<file path="src/oq_cfg.svh">
//////////////////////////////
// Operand queue configuration
// Widths and depths shared by the RTL and the testbench
//////////////////////////////

`ifndef OQ_CFG_SVH
`define OQ_CFG_SVH

// Operand word width in bits
`define OQ_ELEN 64

// Buffer depths
`define OQ_DATA_DEPTH 4
`define OQ_CMD_DEPTH 2

// Occupancy and credit counters
`define OQ_CNT_W 3
`define OQ_VL_W 8

`endif
</file>
<file path="src/oq_data_pkg.sv">
//////////////////////////////
// Operand data types
// Operand word and source element width
//////////////////////////////

`default_nettype none

`include "oq_cfg.svh"

package oq_data_pkg;

  typedef logic [`OQ_ELEN-1:0] elen_t;

  // Source element width for extension
  typedef enum logic [1:0] {
    EW8  = 2'd0,
    EW16 = 2'd1,
    EW32 = 2'd2
  } eew_e;

endpackage

`default_nettype wire

</file>
<file path="src/oq_cmd_pkg.sv">
//////////////////////////////
// Operand queue command types
// Conversion opcode, formatter FSM states, command word
//////////////////////////////

`default_nettype none

`include "oq_cfg.svh"

package oq_cmd_pkg;

  import oq_data_pkg::*;

  typedef enum logic [1:0] {
    CONV_NONE  = 2'd0,
    CONV_SEXT2 = 2'd1,
    CONV_ZEXT2 = 2'd2
  } conv_e;

  typedef enum logic [1:0] {
    FMT_IDLE = 2'd0,
    FMT_LO   = 2'd1,
    FMT_HI   = 2'd2
  } fmt_state_e;

  // nwords counts output words, not input words
  typedef struct packed {
    conv_e               conv;
    eew_e                eew;
    logic [`OQ_VL_W-1:0] nwords;
  } oq_cmd_t;

endpackage

`default_nettype wire

</file>
<file path="src/operand_queue_top.sv">
//////////////////////////////
// Operand queue top
// Intake, data FIFO and formatter of one lane queue
//////////////////////////////

`timescale 1ns/1ns
`default_nettype none

`include "oq_cfg.svh"

module operand_queue_top import oq_data_pkg::*; import oq_cmd_pkg::*; (
  input  logic    clk_i,
  input  logic    rst_n_i,
  // Register file and requester
  input  elen_t   operand_i,
  input  logic    operand_valid_i,
  input  logic    operand_issued_i,
  output logic    operand_queue_ready_o,
  input  oq_cmd_t operand_queue_cmd_i,
  input  logic    operand_queue_cmd_valid_i,
  // Store exception flush
  input  logic    lsu_ex_flush_i,
  output logic    lsu_ex_flush_o,
  // Functional unit
  output elen_t   operand_o,
  output logic    operand_valid_o,
  input  logic    operand_ready_i,
  output logic    cmd_pop_o
);

  logic  push;
  elen_t push_data;
  logic  pop;
  logic  empty;
  elen_t head;

  oq_operand_intake i_intake (
    .clk_i                (clk_i                ),
    .rst_n_i              (rst_n_i              ),
    .operand_i            (operand_i            ),
    .operand_valid_i      (operand_valid_i      ),
    .operand_issued_i     (operand_issued_i     ),
    .operand_queue_ready_o(operand_queue_ready_o),
    .pop_i                (pop                  ),
    .lsu_ex_flush_i       (lsu_ex_flush_i       ),
    .push_o               (push                 ),
    .push_data_o          (push_data            ),
    .flush_o              (lsu_ex_flush_o       )
  );

  oq_data_fifo i_data_fifo (
    .clk_i      (clk_i         ),
    .rst_n_i    (rst_n_i       ),
    .flush_i    (lsu_ex_flush_o),
    .push_i     (push          ),
    .push_data_i(push_data     ),
    .pop_i      (pop           ),
    .empty_o    (empty         ),
    .head_o     (head          )
  );

  oq_operand_formatter i_formatter (
    .clk_i          (clk_i                    ),
    .rst_n_i        (rst_n_i                  ),
    .flush_i        (lsu_ex_flush_o           ),
    .cmd_i          (operand_queue_cmd_i      ),
    .cmd_valid_i    (operand_queue_cmd_valid_i),
    .empty_i        (empty                    ),
    .head_i         (head                     ),
    .operand_ready_i(operand_ready_i          ),
    .pop_o          (pop                      ),
    .operand_o      (operand_o                ),
    .operand_valid_o(operand_valid_o          ),
    .cmd_pop_o      (cmd_pop_o                )
  );

endmodule

`default_nettype wire

</file>
<file path="src/oq_operand_formatter.sv">
//////////////////////////////
// Operand formatter
// Command buffer and output formatting toward the
// functional unit, with pass-through and 2x extension
//////////////////////////////

`timescale 1ns/1ns
`default_nettype none

`include "oq_cfg.svh"

module oq_operand_formatter import oq_data_pkg::*; import oq_cmd_pkg::*; (
  input  logic    clk_i,
  input  logic    rst_n_i,
  input  logic    flush_i,
  input  oq_cmd_t cmd_i,
  input  logic    cmd_valid_i,
  input  logic    empty_i,
  input  elen_t   head_i,
  input  logic    operand_ready_i,
  output logic    pop_o,
  output elen_t   operand_o,
  output logic    operand_valid_o,
  output logic    cmd_pop_o
);

  oq_cmd_t                           cmd_buf_q [`OQ_CMD_DEPTH];
  logic [$clog2(`OQ_CMD_DEPTH)-1:0] cmd_wr_ptr_q;
  logic [$clog2(`OQ_CMD_DEPTH)-1:0] cmd_rd_ptr_q;
  logic [`OQ_CNT_W-1:0]             cmd_cnt_q;
  oq_cmd_t                          cmd_head;
  fmt_state_e                       state_q;
  fmt_state_e                       state_d;
  logic [`OQ_VL_W-1:0]              remaining_q;
  logic [`OQ_ELEN/2-1:0]            half;
  logic                             fire;
  logic                             last_word;

  // Doubles every element of one half word
  function automatic elen_t extend2(logic [`OQ_ELEN/2-1:0] src, eew_e eew, logic sgn);
    elen_t res;
    res = '0;
    case (eew)
      EW8: begin
        for (int i = 0; i < 4; i++) begin
          res[16*i +: 16] = {{8{sgn & src[8*i+7]}}, src[8*i +: 8]};
        end
      end
      EW16: begin
        for (int i = 0; i < 2; i++) begin
          res[32*i +: 32] = {{16{sgn & src[16*i+15]}}, src[16*i +: 16]};
        end
      end
      default: res = {{32{sgn & src[31]}}, src};
    endcase
    return res;
  endfunction

  assign cmd_head        = cmd_buf_q[cmd_rd_ptr_q];
  assign operand_valid_o = (state_q != FMT_IDLE) && !empty_i;
  assign fire            = operand_valid_o && operand_ready_i;
  assign last_word       = (remaining_q == `OQ_VL_W'(1));
  assign cmd_pop_o       = fire && last_word;
  assign half = (state_q == FMT_HI) ? head_i[`OQ_ELEN-1:`OQ_ELEN/2] : head_i[`OQ_ELEN/2-1:0];

  always_comb begin
    case (cmd_head.conv)
      CONV_SEXT2: operand_o = extend2(half, cmd_head.eew, 1'b1);
      CONV_ZEXT2: operand_o = extend2(half, cmd_head.eew, 1'b0);
      default:    operand_o = head_i;
    endcase
  end

  //////////////////////////////
  // Formatter FSM
  //////////////////////////////

  always_comb begin
    pop_o   = 1'b0;
    state_d = state_q;
    case (state_q)
      FMT_IDLE: begin
        if (cmd_cnt_q != '0) state_d = FMT_LO;
      end
      FMT_LO: begin
        if (fire) begin
          if (cmd_head.conv == CONV_NONE) begin
            pop_o = 1'b1;
          end else begin
            // Odd count ends here and drops the upper half
            pop_o   = last_word;
            state_d = FMT_HI;
          end
          if (last_word) state_d = FMT_IDLE;
        end
      end
      FMT_HI: begin
        if (fire) begin
          pop_o   = 1'b1;
          state_d = last_word ? FMT_IDLE : FMT_LO;
        end
      end
      default: state_d = FMT_IDLE;
    endcase
  end

  always_ff @(posedge clk_i) begin
    if (cmd_valid_i) begin
      cmd_buf_q[cmd_wr_ptr_q] <= cmd_i;
    end
  end

  always_ff @(posedge clk_i or negedge rst_n_i) begin
    if (!rst_n_i) begin
      state_q      <= FMT_IDLE;
      remaining_q  <= '0;
      cmd_wr_ptr_q <= '0;
      cmd_rd_ptr_q <= '0;
      cmd_cnt_q    <= '0;
    end else if (flush_i) begin
      state_q      <= FMT_IDLE;
      remaining_q  <= '0;
      cmd_wr_ptr_q <= '0;
      cmd_rd_ptr_q <= '0;
      cmd_cnt_q    <= '0;
    end else begin
      state_q <= state_d;
      if (state_q == FMT_IDLE && state_d == FMT_LO) begin
        remaining_q <= cmd_head.nwords;
      end else if (fire) begin
        remaining_q <= remaining_q - 1'b1;
      end
      if (cmd_valid_i) begin
        cmd_wr_ptr_q <= (int'(cmd_wr_ptr_q) == `OQ_CMD_DEPTH - 1) ? '0 : cmd_wr_ptr_q + 1'b1;
      end
      if (cmd_pop_o) begin
        cmd_rd_ptr_q <= (int'(cmd_rd_ptr_q) == `OQ_CMD_DEPTH - 1) ? '0 : cmd_rd_ptr_q + 1'b1;
      end
      case ({cmd_valid_i, cmd_pop_o})
        2'b10:   cmd_cnt_q <= cmd_cnt_q + 1'b1;
        2'b01:   cmd_cnt_q <= cmd_cnt_q - 1'b1;
        default: cmd_cnt_q <= cmd_cnt_q;
      endcase
    end
  end

endmodule

`default_nettype wire

</file>
<file path="src/oq_data_fifo.sv">
//////////////////////////////
// Operand data FIFO
// Circular buffer of operand words with head lookahead
//////////////////////////////

`timescale 1ns/1ns
`default_nettype none

`include "oq_cfg.svh"

module oq_data_fifo import oq_data_pkg::*; (
  input  logic  clk_i,
  input  logic  rst_n_i,
  input  logic  flush_i,
  input  logic  push_i,
  input  elen_t push_data_i,
  input  logic  pop_i,
  output logic  empty_o,
  output elen_t head_o
);

  elen_t                              mem_q [`OQ_DATA_DEPTH];
  logic [$clog2(`OQ_DATA_DEPTH)-1:0] wr_ptr_q;
  logic [$clog2(`OQ_DATA_DEPTH)-1:0] rd_ptr_q;
  logic [`OQ_CNT_W-1:0]              fill_q;

  always_ff @(posedge clk_i) begin
    if (push_i) begin
      mem_q[wr_ptr_q] <= push_data_i;
    end
  end

  always_ff @(posedge clk_i or negedge rst_n_i) begin
    if (!rst_n_i) begin
      wr_ptr_q <= '0;
      rd_ptr_q <= '0;
      fill_q   <= '0;
    end else if (flush_i) begin
      wr_ptr_q <= '0;
      rd_ptr_q <= '0;
      fill_q   <= '0;
    end else begin
      if (push_i) begin
        wr_ptr_q <= (int'(wr_ptr_q) == `OQ_DATA_DEPTH - 1) ? '0 : wr_ptr_q + 1'b1;
      end
      if (pop_i) begin
        rd_ptr_q <= (int'(rd_ptr_q) == `OQ_DATA_DEPTH - 1) ? '0 : rd_ptr_q + 1'b1;
      end
      case ({push_i, pop_i})
        2'b10:   fill_q <= fill_q + 1'b1;
        2'b01:   fill_q <= fill_q - 1'b1;
        default: fill_q <= fill_q;
      endcase
    end
  end

  assign empty_o = (fill_q == '0);
  assign head_o  = mem_q[rd_ptr_q];

endmodule

`default_nettype wire

</file>
<file path="src/oq_operand_intake.sv">
//////////////////////////////
// Operand intake
// Registers incoming operands and the store flush,
// tracks credits of issued operands
//////////////////////////////

`timescale 1ns/1ns
`default_nettype none

`include "oq_cfg.svh"

module oq_operand_intake import oq_data_pkg::*; (
  input  logic  clk_i,
  input  logic  rst_n_i,
  // From the register file
  input  elen_t operand_i,
  input  logic  operand_valid_i,
  // Requester side
  input  logic  operand_issued_i,
  output logic  operand_queue_ready_o,
  // Consumed word from the formatter
  input  logic  pop_i,
  input  logic  lsu_ex_flush_i,
  // Toward FIFO and formatter
  output logic  push_o,
  output elen_t push_data_o,
  output logic  flush_o
);

  logic [`OQ_CNT_W-1:0] credit_cnt_q;

  always_ff @(posedge clk_i or negedge rst_n_i) begin
    if (!rst_n_i) begin
      push_o  <= 1'b0;
      flush_o <= 1'b0;
    end else begin
      push_o  <= operand_valid_i;
      flush_o <= lsu_ex_flush_i;
    end
  end

  always_ff @(posedge clk_i) begin
    if (operand_valid_i) begin
      push_data_o <= operand_i;
    end
  end

  // Words issued but not yet consumed
  always_ff @(posedge clk_i or negedge rst_n_i) begin
    if (!rst_n_i) begin
      credit_cnt_q <= '0;
    end else if (flush_o) begin
      credit_cnt_q <= '0;
    end else begin
      case ({operand_issued_i, pop_i})
        2'b10:   credit_cnt_q <= credit_cnt_q + 1'b1;
        2'b01:   credit_cnt_q <= credit_cnt_q - 1'b1;
        default: credit_cnt_q <= credit_cnt_q;
      endcase
    end
  end

  assign operand_queue_ready_o = (credit_cnt_q < `OQ_DATA_DEPTH);

endmodule

`default_nettype wire

</file>
<file path="config.mk">
export PLATFORM = sky130hd
export DESIGN_NAME = operand_queue_top
export DESIGN_NICKNAME = d
export VERILOG_FILES = /design/src/oq_data_pkg.sv /design/src/oq_cmd_pkg.sv /design/src/operand_queue_top.sv /design/src/oq_operand_formatter.sv /design/src/oq_data_fifo.sv /design/src/oq_operand_intake.sv
export VERILOG_INCLUDE_DIRS = /design/src
export SDC_FILE = /design/constraint.sdc
export NUM_CORES = 1
export LEC_CHECK = 0
export BUFFER_PORTS_ARGS = -buffer_cell sky130_fd_sc_hd__buf_2
export CORE_ASPECT_RATIO = 1.5
export CORE_MARGIN = 10
export CORE_UTILIZATION = 60
export CTS_BUF_LIST = sky130_fd_sc_hd__clkbuf_8
export DETAILED_ROUTE_END_ITERATION = 8
export GPL_ROUTABILITY_DRIVEN = 0
export GPL_TIMING_DRIVEN = 0
export PLACE_DENSITY = 0.81
export SLEW_MARGIN = 25
export SYNTH_ARGS = -nofsm -noshare
export SYNTH_HDL_FRONTEND = slang
export SYNTH_HIERARCHICAL = 1
export SYNTH_SLANG_ARGS = --single-unit
</file>
<file path="constraint.sdc">
create_clock -name clk_i -period 4.09 [get_ports clk_i]
set_clock_uncertainty 0.05 [all_clocks]
set_input_delay 0.2045 -clock clk_i [delete_from_list [all_inputs] [get_ports clk_i]]
set_output_delay 0.2045 -clock clk_i [all_outputs]
set_load 0.01 [all_outputs]
</file>
* After elaboration in Yosys (flattened, before gate mapping)
Memories as Yosys holds them, arrays and structs flattened. Index checks and enable logic that the tools add are counted.
Operators by class: $add $sub $neg 11, $lt $le $gt $ge 1, equal/unequal tests 15, muxes and demuxes 41, reduce and logical (&&, ||, !) cells 19
Operators with widths (count):
- $pmux 64 s2 | 1
- $pmux 56 s2 | 1
- $pmux 55 s2 | 1
- $mux 32 | 1
- $mux 2 | 12
- $mux 8 | 3
- $eq 2x1->1 const B | 9
- $pmux 3 s2 | 3
- $reduce_bool 3->1 | 5
- $mux 1 | 14
- $eq 2x2->1 const B | 5
- $reduce_bool 2->1 | 5
- $add 3x1->3 const B | 3
- $mux 3 | 3
- $sub 3x1->3 const B | 3
- $eq 8x1->1 const B | 1
- $sub 8x1->8 const B | 1
- $logic_not 2->1 | 3
- $pmux 2 s3 | 1
- $add 2x1->2 const B | 2
- $logic_and 1x1->1 | 4
- $logic_not 3->1 | 1
- $lt 3x3->1 const B | 1
- $add 1x1->1 const B | 2
- other kinds (2) | 2
Storage, ports and cells: flip-flop bits (word level) 91, RAM bits 280, input bits 83, word-level logic and storage cells 101, memories kept 2
Memories:
- i_data_fifo.mem_q | words 4, bits a word 64, read ports 1, clocked after Yosys merged registers in 0, wr ports 1, line oq_data_fifo.sv:22 | elen_t mem_q [`OQ_DATA_DEPTH];
- i_formatter.cmd_buf_q | words 2, bits a word 12, read ports 1, clocked after Yosys merged registers in 0, wr ports 1, line oq_operand_formatter.sv:27 | oq_cmd_t cmd_buf_q [`OQ_CMD_DEPTH];

* Depth between registers and ports, before layout
word-level depth 10, mapped depth 12, mapped depth without buffers 12

* By module
Netlist, hierarchy kept.
Modules (own cells, without submodules):
- oq_data_fifo | times used 1, cells an instance 374, area an instance 9651.8 um^2, sequential area each 7862.5 um^2
- oq_operand_formatter | times used 1, cells an instance 377, area an instance 3347.0 um^2, sequential area each 1096.1 um^2
- oq_operand_intake | times used 1, cells an instance 82, area an instance 2149.6 um^2, sequential area each 2047.0 um^2

* Worst setup path before layout
Ideal clock, no wire load.
path type register to register, start register i_formatter.cmd_rd_ptr_q, end register i_data_fifo.fill_q[1], arrival time 2.817 ns, data required time 3.907 ns, slack 1.090 ns, cell stages (with the launch flop) 12, period minus slack after synthesis 3.000 ns, cells stage by stage dfrtp_1 -> buf_2 -> buf_1 -> mux2i_1 -> ha_1 -> nand2b_1 -> a21oi_1 -> nor2_1 -> nor2b_1 -> fa_1 -> mux2i_1 -> nor2_1
On the way: cells in the longest elaborated chain, start to end 8, elaborated cells on any way between the ends 10, those cells by class 2 x eq/ne; 5 x mux; 2 x reduce/logical; 1 x memory
Ends and longest elaborated chain:
- start, declared | line oq_operand_formatter.sv:29 | logic [$clog2(`OQ_CMD_DEPTH)-1:0] cmd_rd_ptr_q;
- start signal, assigned | line oq_operand_formatter.sv:137 | cmd_rd_ptr_q <= (int'(cmd_rd_ptr_q) == `OQ_CMD_DEPTH - 1) ? '0 : cmd_rd_ptr_q + 1'b1;
- $mem_v2 2x12 (*)
- $logic_not 2->1 (*) | line oq_operand_formatter.sv:87 | if (cmd_head.conv == CONV_NONE) begin
- $mux 1 (*) | line oq_operand_formatter.sv:87
- $mux 1 (*) | line oq_operand_formatter.sv:86 | if (fire) begin
- $pmux 1 s2 (*) | line oq_operand_formatter.sv:81 | case (state_q)
- net pop | line operand_queue_top.sv:33 | logic pop;
- $eq 2x1->1 / $eq 2x2->1 (equally long branches) | line oq_data_fifo.sv:49 | case ({push_i, pop_i})
- $pmux 3 s2 | line oq_data_fifo.sv:49
- $mux 3 | line oq_data_fifo.sv:38 | end else if (flush_i) begin
- end signal, assigned | line oq_data_fifo.sv:50 | 2'b10: fill_q <= fill_q + 1'b1;
- end signal, assigned | line oq_data_fifo.sv:51 | 2'b01: fill_q <= fill_q - 1'b1;
- end signal, assigned | line oq_data_fifo.sv:52 | default: fill_q <= fill_q;
- end, declared | line oq_data_fifo.sv:25 | logic [`OQ_CNT_W-1:0] fill_q;
Mark *: on every way through the listed nets, which the timed path passes. The rest lies on a longest branch. A chain may end at the register's enable or synchronous reset.

* Worst setup path after layout
start register i_formatter.cmd_rd_ptr_q, end output port operand_o[23]
On the way: cells in the longest elaborated chain, start to end 4, elaborated cells on any way between the ends 8, those cells by class 3 x eq/ne; 3 x mux; 1 x reduce/logical; 1 x memory
Ends and longest elaborated chain:
- $mem_v2 2x12 (*)
- $eq 2x1->1 / $logic_not 2->1 (equally long branches) | line oq_operand_formatter.sv:43 | case (eew)
- $pmux 56 s2 / $pmux 55 s2 (equally long branches) | line oq_operand_formatter.sv:43
- $pmux 64 s2 (*) | line oq_operand_formatter.sv:67 | case (cmd_head.conv)
- end, declared | line operand_queue_top.sv:25 | output elen_t operand_o,
Mark *: on every way between the ends. The rest lies on a longest branch, timed or not.

==> flow_metrics.py <==
metrics = {
    "status": {
        "status": "finished, final reports clean",
    },
    "timing": {
        "relSlewSlack_pct": 51.0,
        "finalSetupViolCount": 0,
        "timing.fmax_mhz": 258,
        "rsz0062_at_grt": "no",
        "worst_pin_slew_ns": 0.730,
        "setup_tns_ns": 0,
        "finalHoldViolations": 0,
        "drv_slew": 0,
        "timing.final.crit_share_pct": 94.8,
        "layout_min_cycle_time_ns": 3.88,
    },
    "synth": {
        "async_reset_ff_share_pct": 7.28,
        "synth_seq_area_share_pct": 72.7,
        "syn_area_per_cell_um2": 18.2,
        "synth_edf_count": 344,
        "ys_ff_latch": 371,
        "synthDistinctLibCells": 60,
        "syn_area_um2": 15100,
        "yosysWarnings": 6,
        "synth-main-ff-cell": "edfxtp_1",
        "synthCells": 833,
        "syn_nets": 932,
    },
    "global_routing": {
        "track_usage_pct": 22.2,
        "antenna_found_initial": 1,
        "grt_overflow": 0,
        "grt_first_pass_wirelength_um": 54000,
        "grt_pass1_vias": 9348,
        "grt_max_degree": 49,
    },
    "pwr": {
        "vdd_drop_max_uv": 293,
        "power_density_nw_per_um2": 453,
        "p_total_uw": 8250,
        "p_leak_uw": 0.00652,
    },
    "clock_network": {
        "cts.sinks": 371,
        "clockRootBuffer": "clkbuf_8",
        "numCtsBuffers": 52,
        "cts.clk_slew.worst_paths_ns": 0.07,
        "h-tree-depth": 2,
        "clkLatencyLatePin_ns": 0.60,
        "cts_buffer_depth": 3,
        "cts_tree": "built",
    },
    "critical_path": {
        "worst-path-buf-inv": 4,
        "end_kind": "output port",
        "crit_path_max_incr_delay_ns": 0.50,
        "crit_top_cell": "clkbuf_1",
        "cp.arrival_ns": 3.62,
        "cp.required_ns": 3.84,
        "crit_path_max_fanout": 19,
        "worstSetupPathType": "register to output port",
        "path_cells": "clkbuf_4 > mux2i_1 > ha_1 > clkbuf_1 > clkbuf_1 > o2111ai_1 > o21ai_0 > buf_2",
        "cp-start-kind": "register",
        "slowest_stage": "clkbuf_1",
        "cp_top_family": "buffers and inverters",
    },
    "floorplan": {
        "io_pins": 151,
        "fp.dieH_um": 215,
        "die_w_um": 150,
        "dieArea_um2": 32100,
        "start_util_pct": 60.7,
        "num_rows": 71,
        "coreArea_um2": 25000,
    },
    "route": {
        "vias": 8958,
        "postRouteAntennaNets": 0,
        "drtIter0Drc": 940,
        "routed_wl_um": 35900,
        "viasPerCell": 6.02,
        "wl_per_cell_um": 24.1,
        "drc": 0,
        "drtPass1Iterations": 5,
    },
    "placed_design": {
        "dp_cells": 1316,
        "io_buffers": 150,
        "dp_hpwl_um": 24100,
    },
    "job": {
        "cap_violations": 0,
    },
    "cells_and_area": {
        "multi_input_area_um2": 3860,
        "layout_commonest_cell": "edfxtp_1",
        "final_util_pct": 73.0,
        "final_cells": 1489,
        "drive_gt1_share_pct": 27.8,
        "nFillCells": 1471,
        "area_growth_syn_to_layout_pct": 20.2,
        "most-common-layout-cells": "edfxtp_1, buf_2, dlygate4sd3_1",
        "seq_area_um2": 11000,
        "nets": 1221,
    },
    "hold_path": {
        "hp-class": "primary input to register",
    },
}
[state kept, by name, summed over array words and instances (netlist names), 2 cells and up]
signal                   count
i_data_fifo/mem_q          256
i_intake/push_data_o        64
i_formatter/cmd_buf_q       24
i_formatter/remaining_q      8
i_data_fifo/fill_q           3
i_formatter/cmd_cnt_q        3
i_intake/credit_cnt_q        3
i_data_fifo/rd_ptr_q         2
i_data_fifo/wr_ptr_q         2
i_formatter/state_q          2
[through the flow]
step	setup slack, ns	area, µm²	hold slack [ns]
2_1_floorplan	1.09	15100	-0.141
3_3_place_gp	0.304	16300	0.208
3_5_place_dp	0.302	16400	0.216
4_1_cts	0.207	18200	0.0606
5_1_grt	0.0803	18200	0.108
6_report	0.213	18200	0.0934
[Yosys cell counts (6+ instances only)]
library cell / number / area, µm²
and2_1: 6 / 37.5
a22o_1: 8 / 70.1
o2bb2ai_1: 15 / 131
o22a_1: 23 / 201
mux2i_1: 33 / 330
inv_1: 26 / 97.6
nor2b_1: 17 / 106
buf_2: 12 / 60.1
ha_1: 13 / 163
nand2_1: 16 / 60.1
o21ai_0: 14 / 70.1
edfxtp_1: 344 / 10300
a2111oi_1: 6 / 60.1
xnor2_1: 8 / 70.1
mux4_2: 64 / 1440
clkbuf_1: 16 / 60.1
o21ai_1: 7 / 35.0
xor2_1: 9 / 78.8
dfrtp_1: 27 / 676
a21oi_1: 27 / 135
nor2_1: 60 / 225
a2bb2oi_1: 7 / 61.3
a211oi_1: 7 / 52.6
nor3_1: 8 / 40.0
buf_6: 6 / 67.6
[cells by family (layout without fill, tap and decap cells)]
logic type | count (synthesis) | count (layout) | synth area share, %
adder cells (fa/ha/maj) | 16 | 16 | 1.47
AO/OA/AOI/OAI | 132 | 132 | 6.47
AND/OR/NAND/NOR | 133 | 133 | 4.43
other | 0 | 1 | 0
flip-flops | 371 | 371 | 72.7
multiplexers | 101 | 101 | 12.0
buffers and inverters | 63 | 390 | 2.01
XOR/XNOR | 17 | 17 | 0.983
[final timing paths]
kind,startpoint,end,slack (ns),depth (start not counted)
min reg2reg,i_intake/push_data_o[34]$_DFFE_PP_,i_data_fifo/mem_q[1][34]$_DFFE_PP_,0.44,0
max in group asynchronous,rst_n_i,i_formatter/cmd_cnt_q[1]$_DFFE_PN0P_,3.42,2
min in group asynchronous,rst_n_i,i_formatter/cmd_rd_ptr_q$_DFFE_PN0P_,0.14,2
max reg2reg,i_formatter/state_q[0]$_DFF_PN0_,i_data_fifo/fill_q[1]$_DFFE_PN0P_,0.75,10
min,operand_ready_i,i_formatter/state_q[0]$_DFF_PN0_,0.09,5
max,i_formatter/cmd_rd_ptr_q$_DFFE_PN0P_,operand_o[23],0.21,8
[power breakdown]
part	total, µW	switching (µW)	internal [µW]
logic	1050	625	429
registers	4560	133	4420
clock network	2640	1310	1340
[metal layers]
layer / vias up / part of all wire (%) / wire (µm) / GRT usage (%)
met5: - / 0 / 0 / 0
met4: 0 / 4.3 / 1530 / 9.78
met3: 96 / 9.0 / 3240 / 5.41
met2: 462 / 51 / 18300 / 36.6
met1: 4486 / 36 / 12800 / 27.0
li1: 3914 / - / - / -
[tightest hold or removal path, cell delays in order]
cell       delay [ns]
buf_2            0.11
nand4bb_1        0.09
a22oi_1          0.10
nor2_1           0.12
nor3_1           0.05
[layout make-up]
type | instances | share of cell area [%]
Timing Repair Buffer | 236 | 9.22
Sequential cell | 371 | 60.4
Clock inverter | 35 | 0.927
Clock buffer | 57 | 4.31
Multi-Input combinational cell | 399 | 21.2
Antenna cell | 1 | 0.0137
Tap cell | 328 | 2.25
Inverter | 26 | 0.536
Buffer | 36 | 1.13
[repair_timing]
item	in CTS	in global routing
setup buffers	0	0
gates resized for setup	3	1
hold buffers	81	0
hold endpoints to repair	135	0
endpoints found under the setup margin	34	2
No activity file was read; power rests on OpenSTA's default activity.
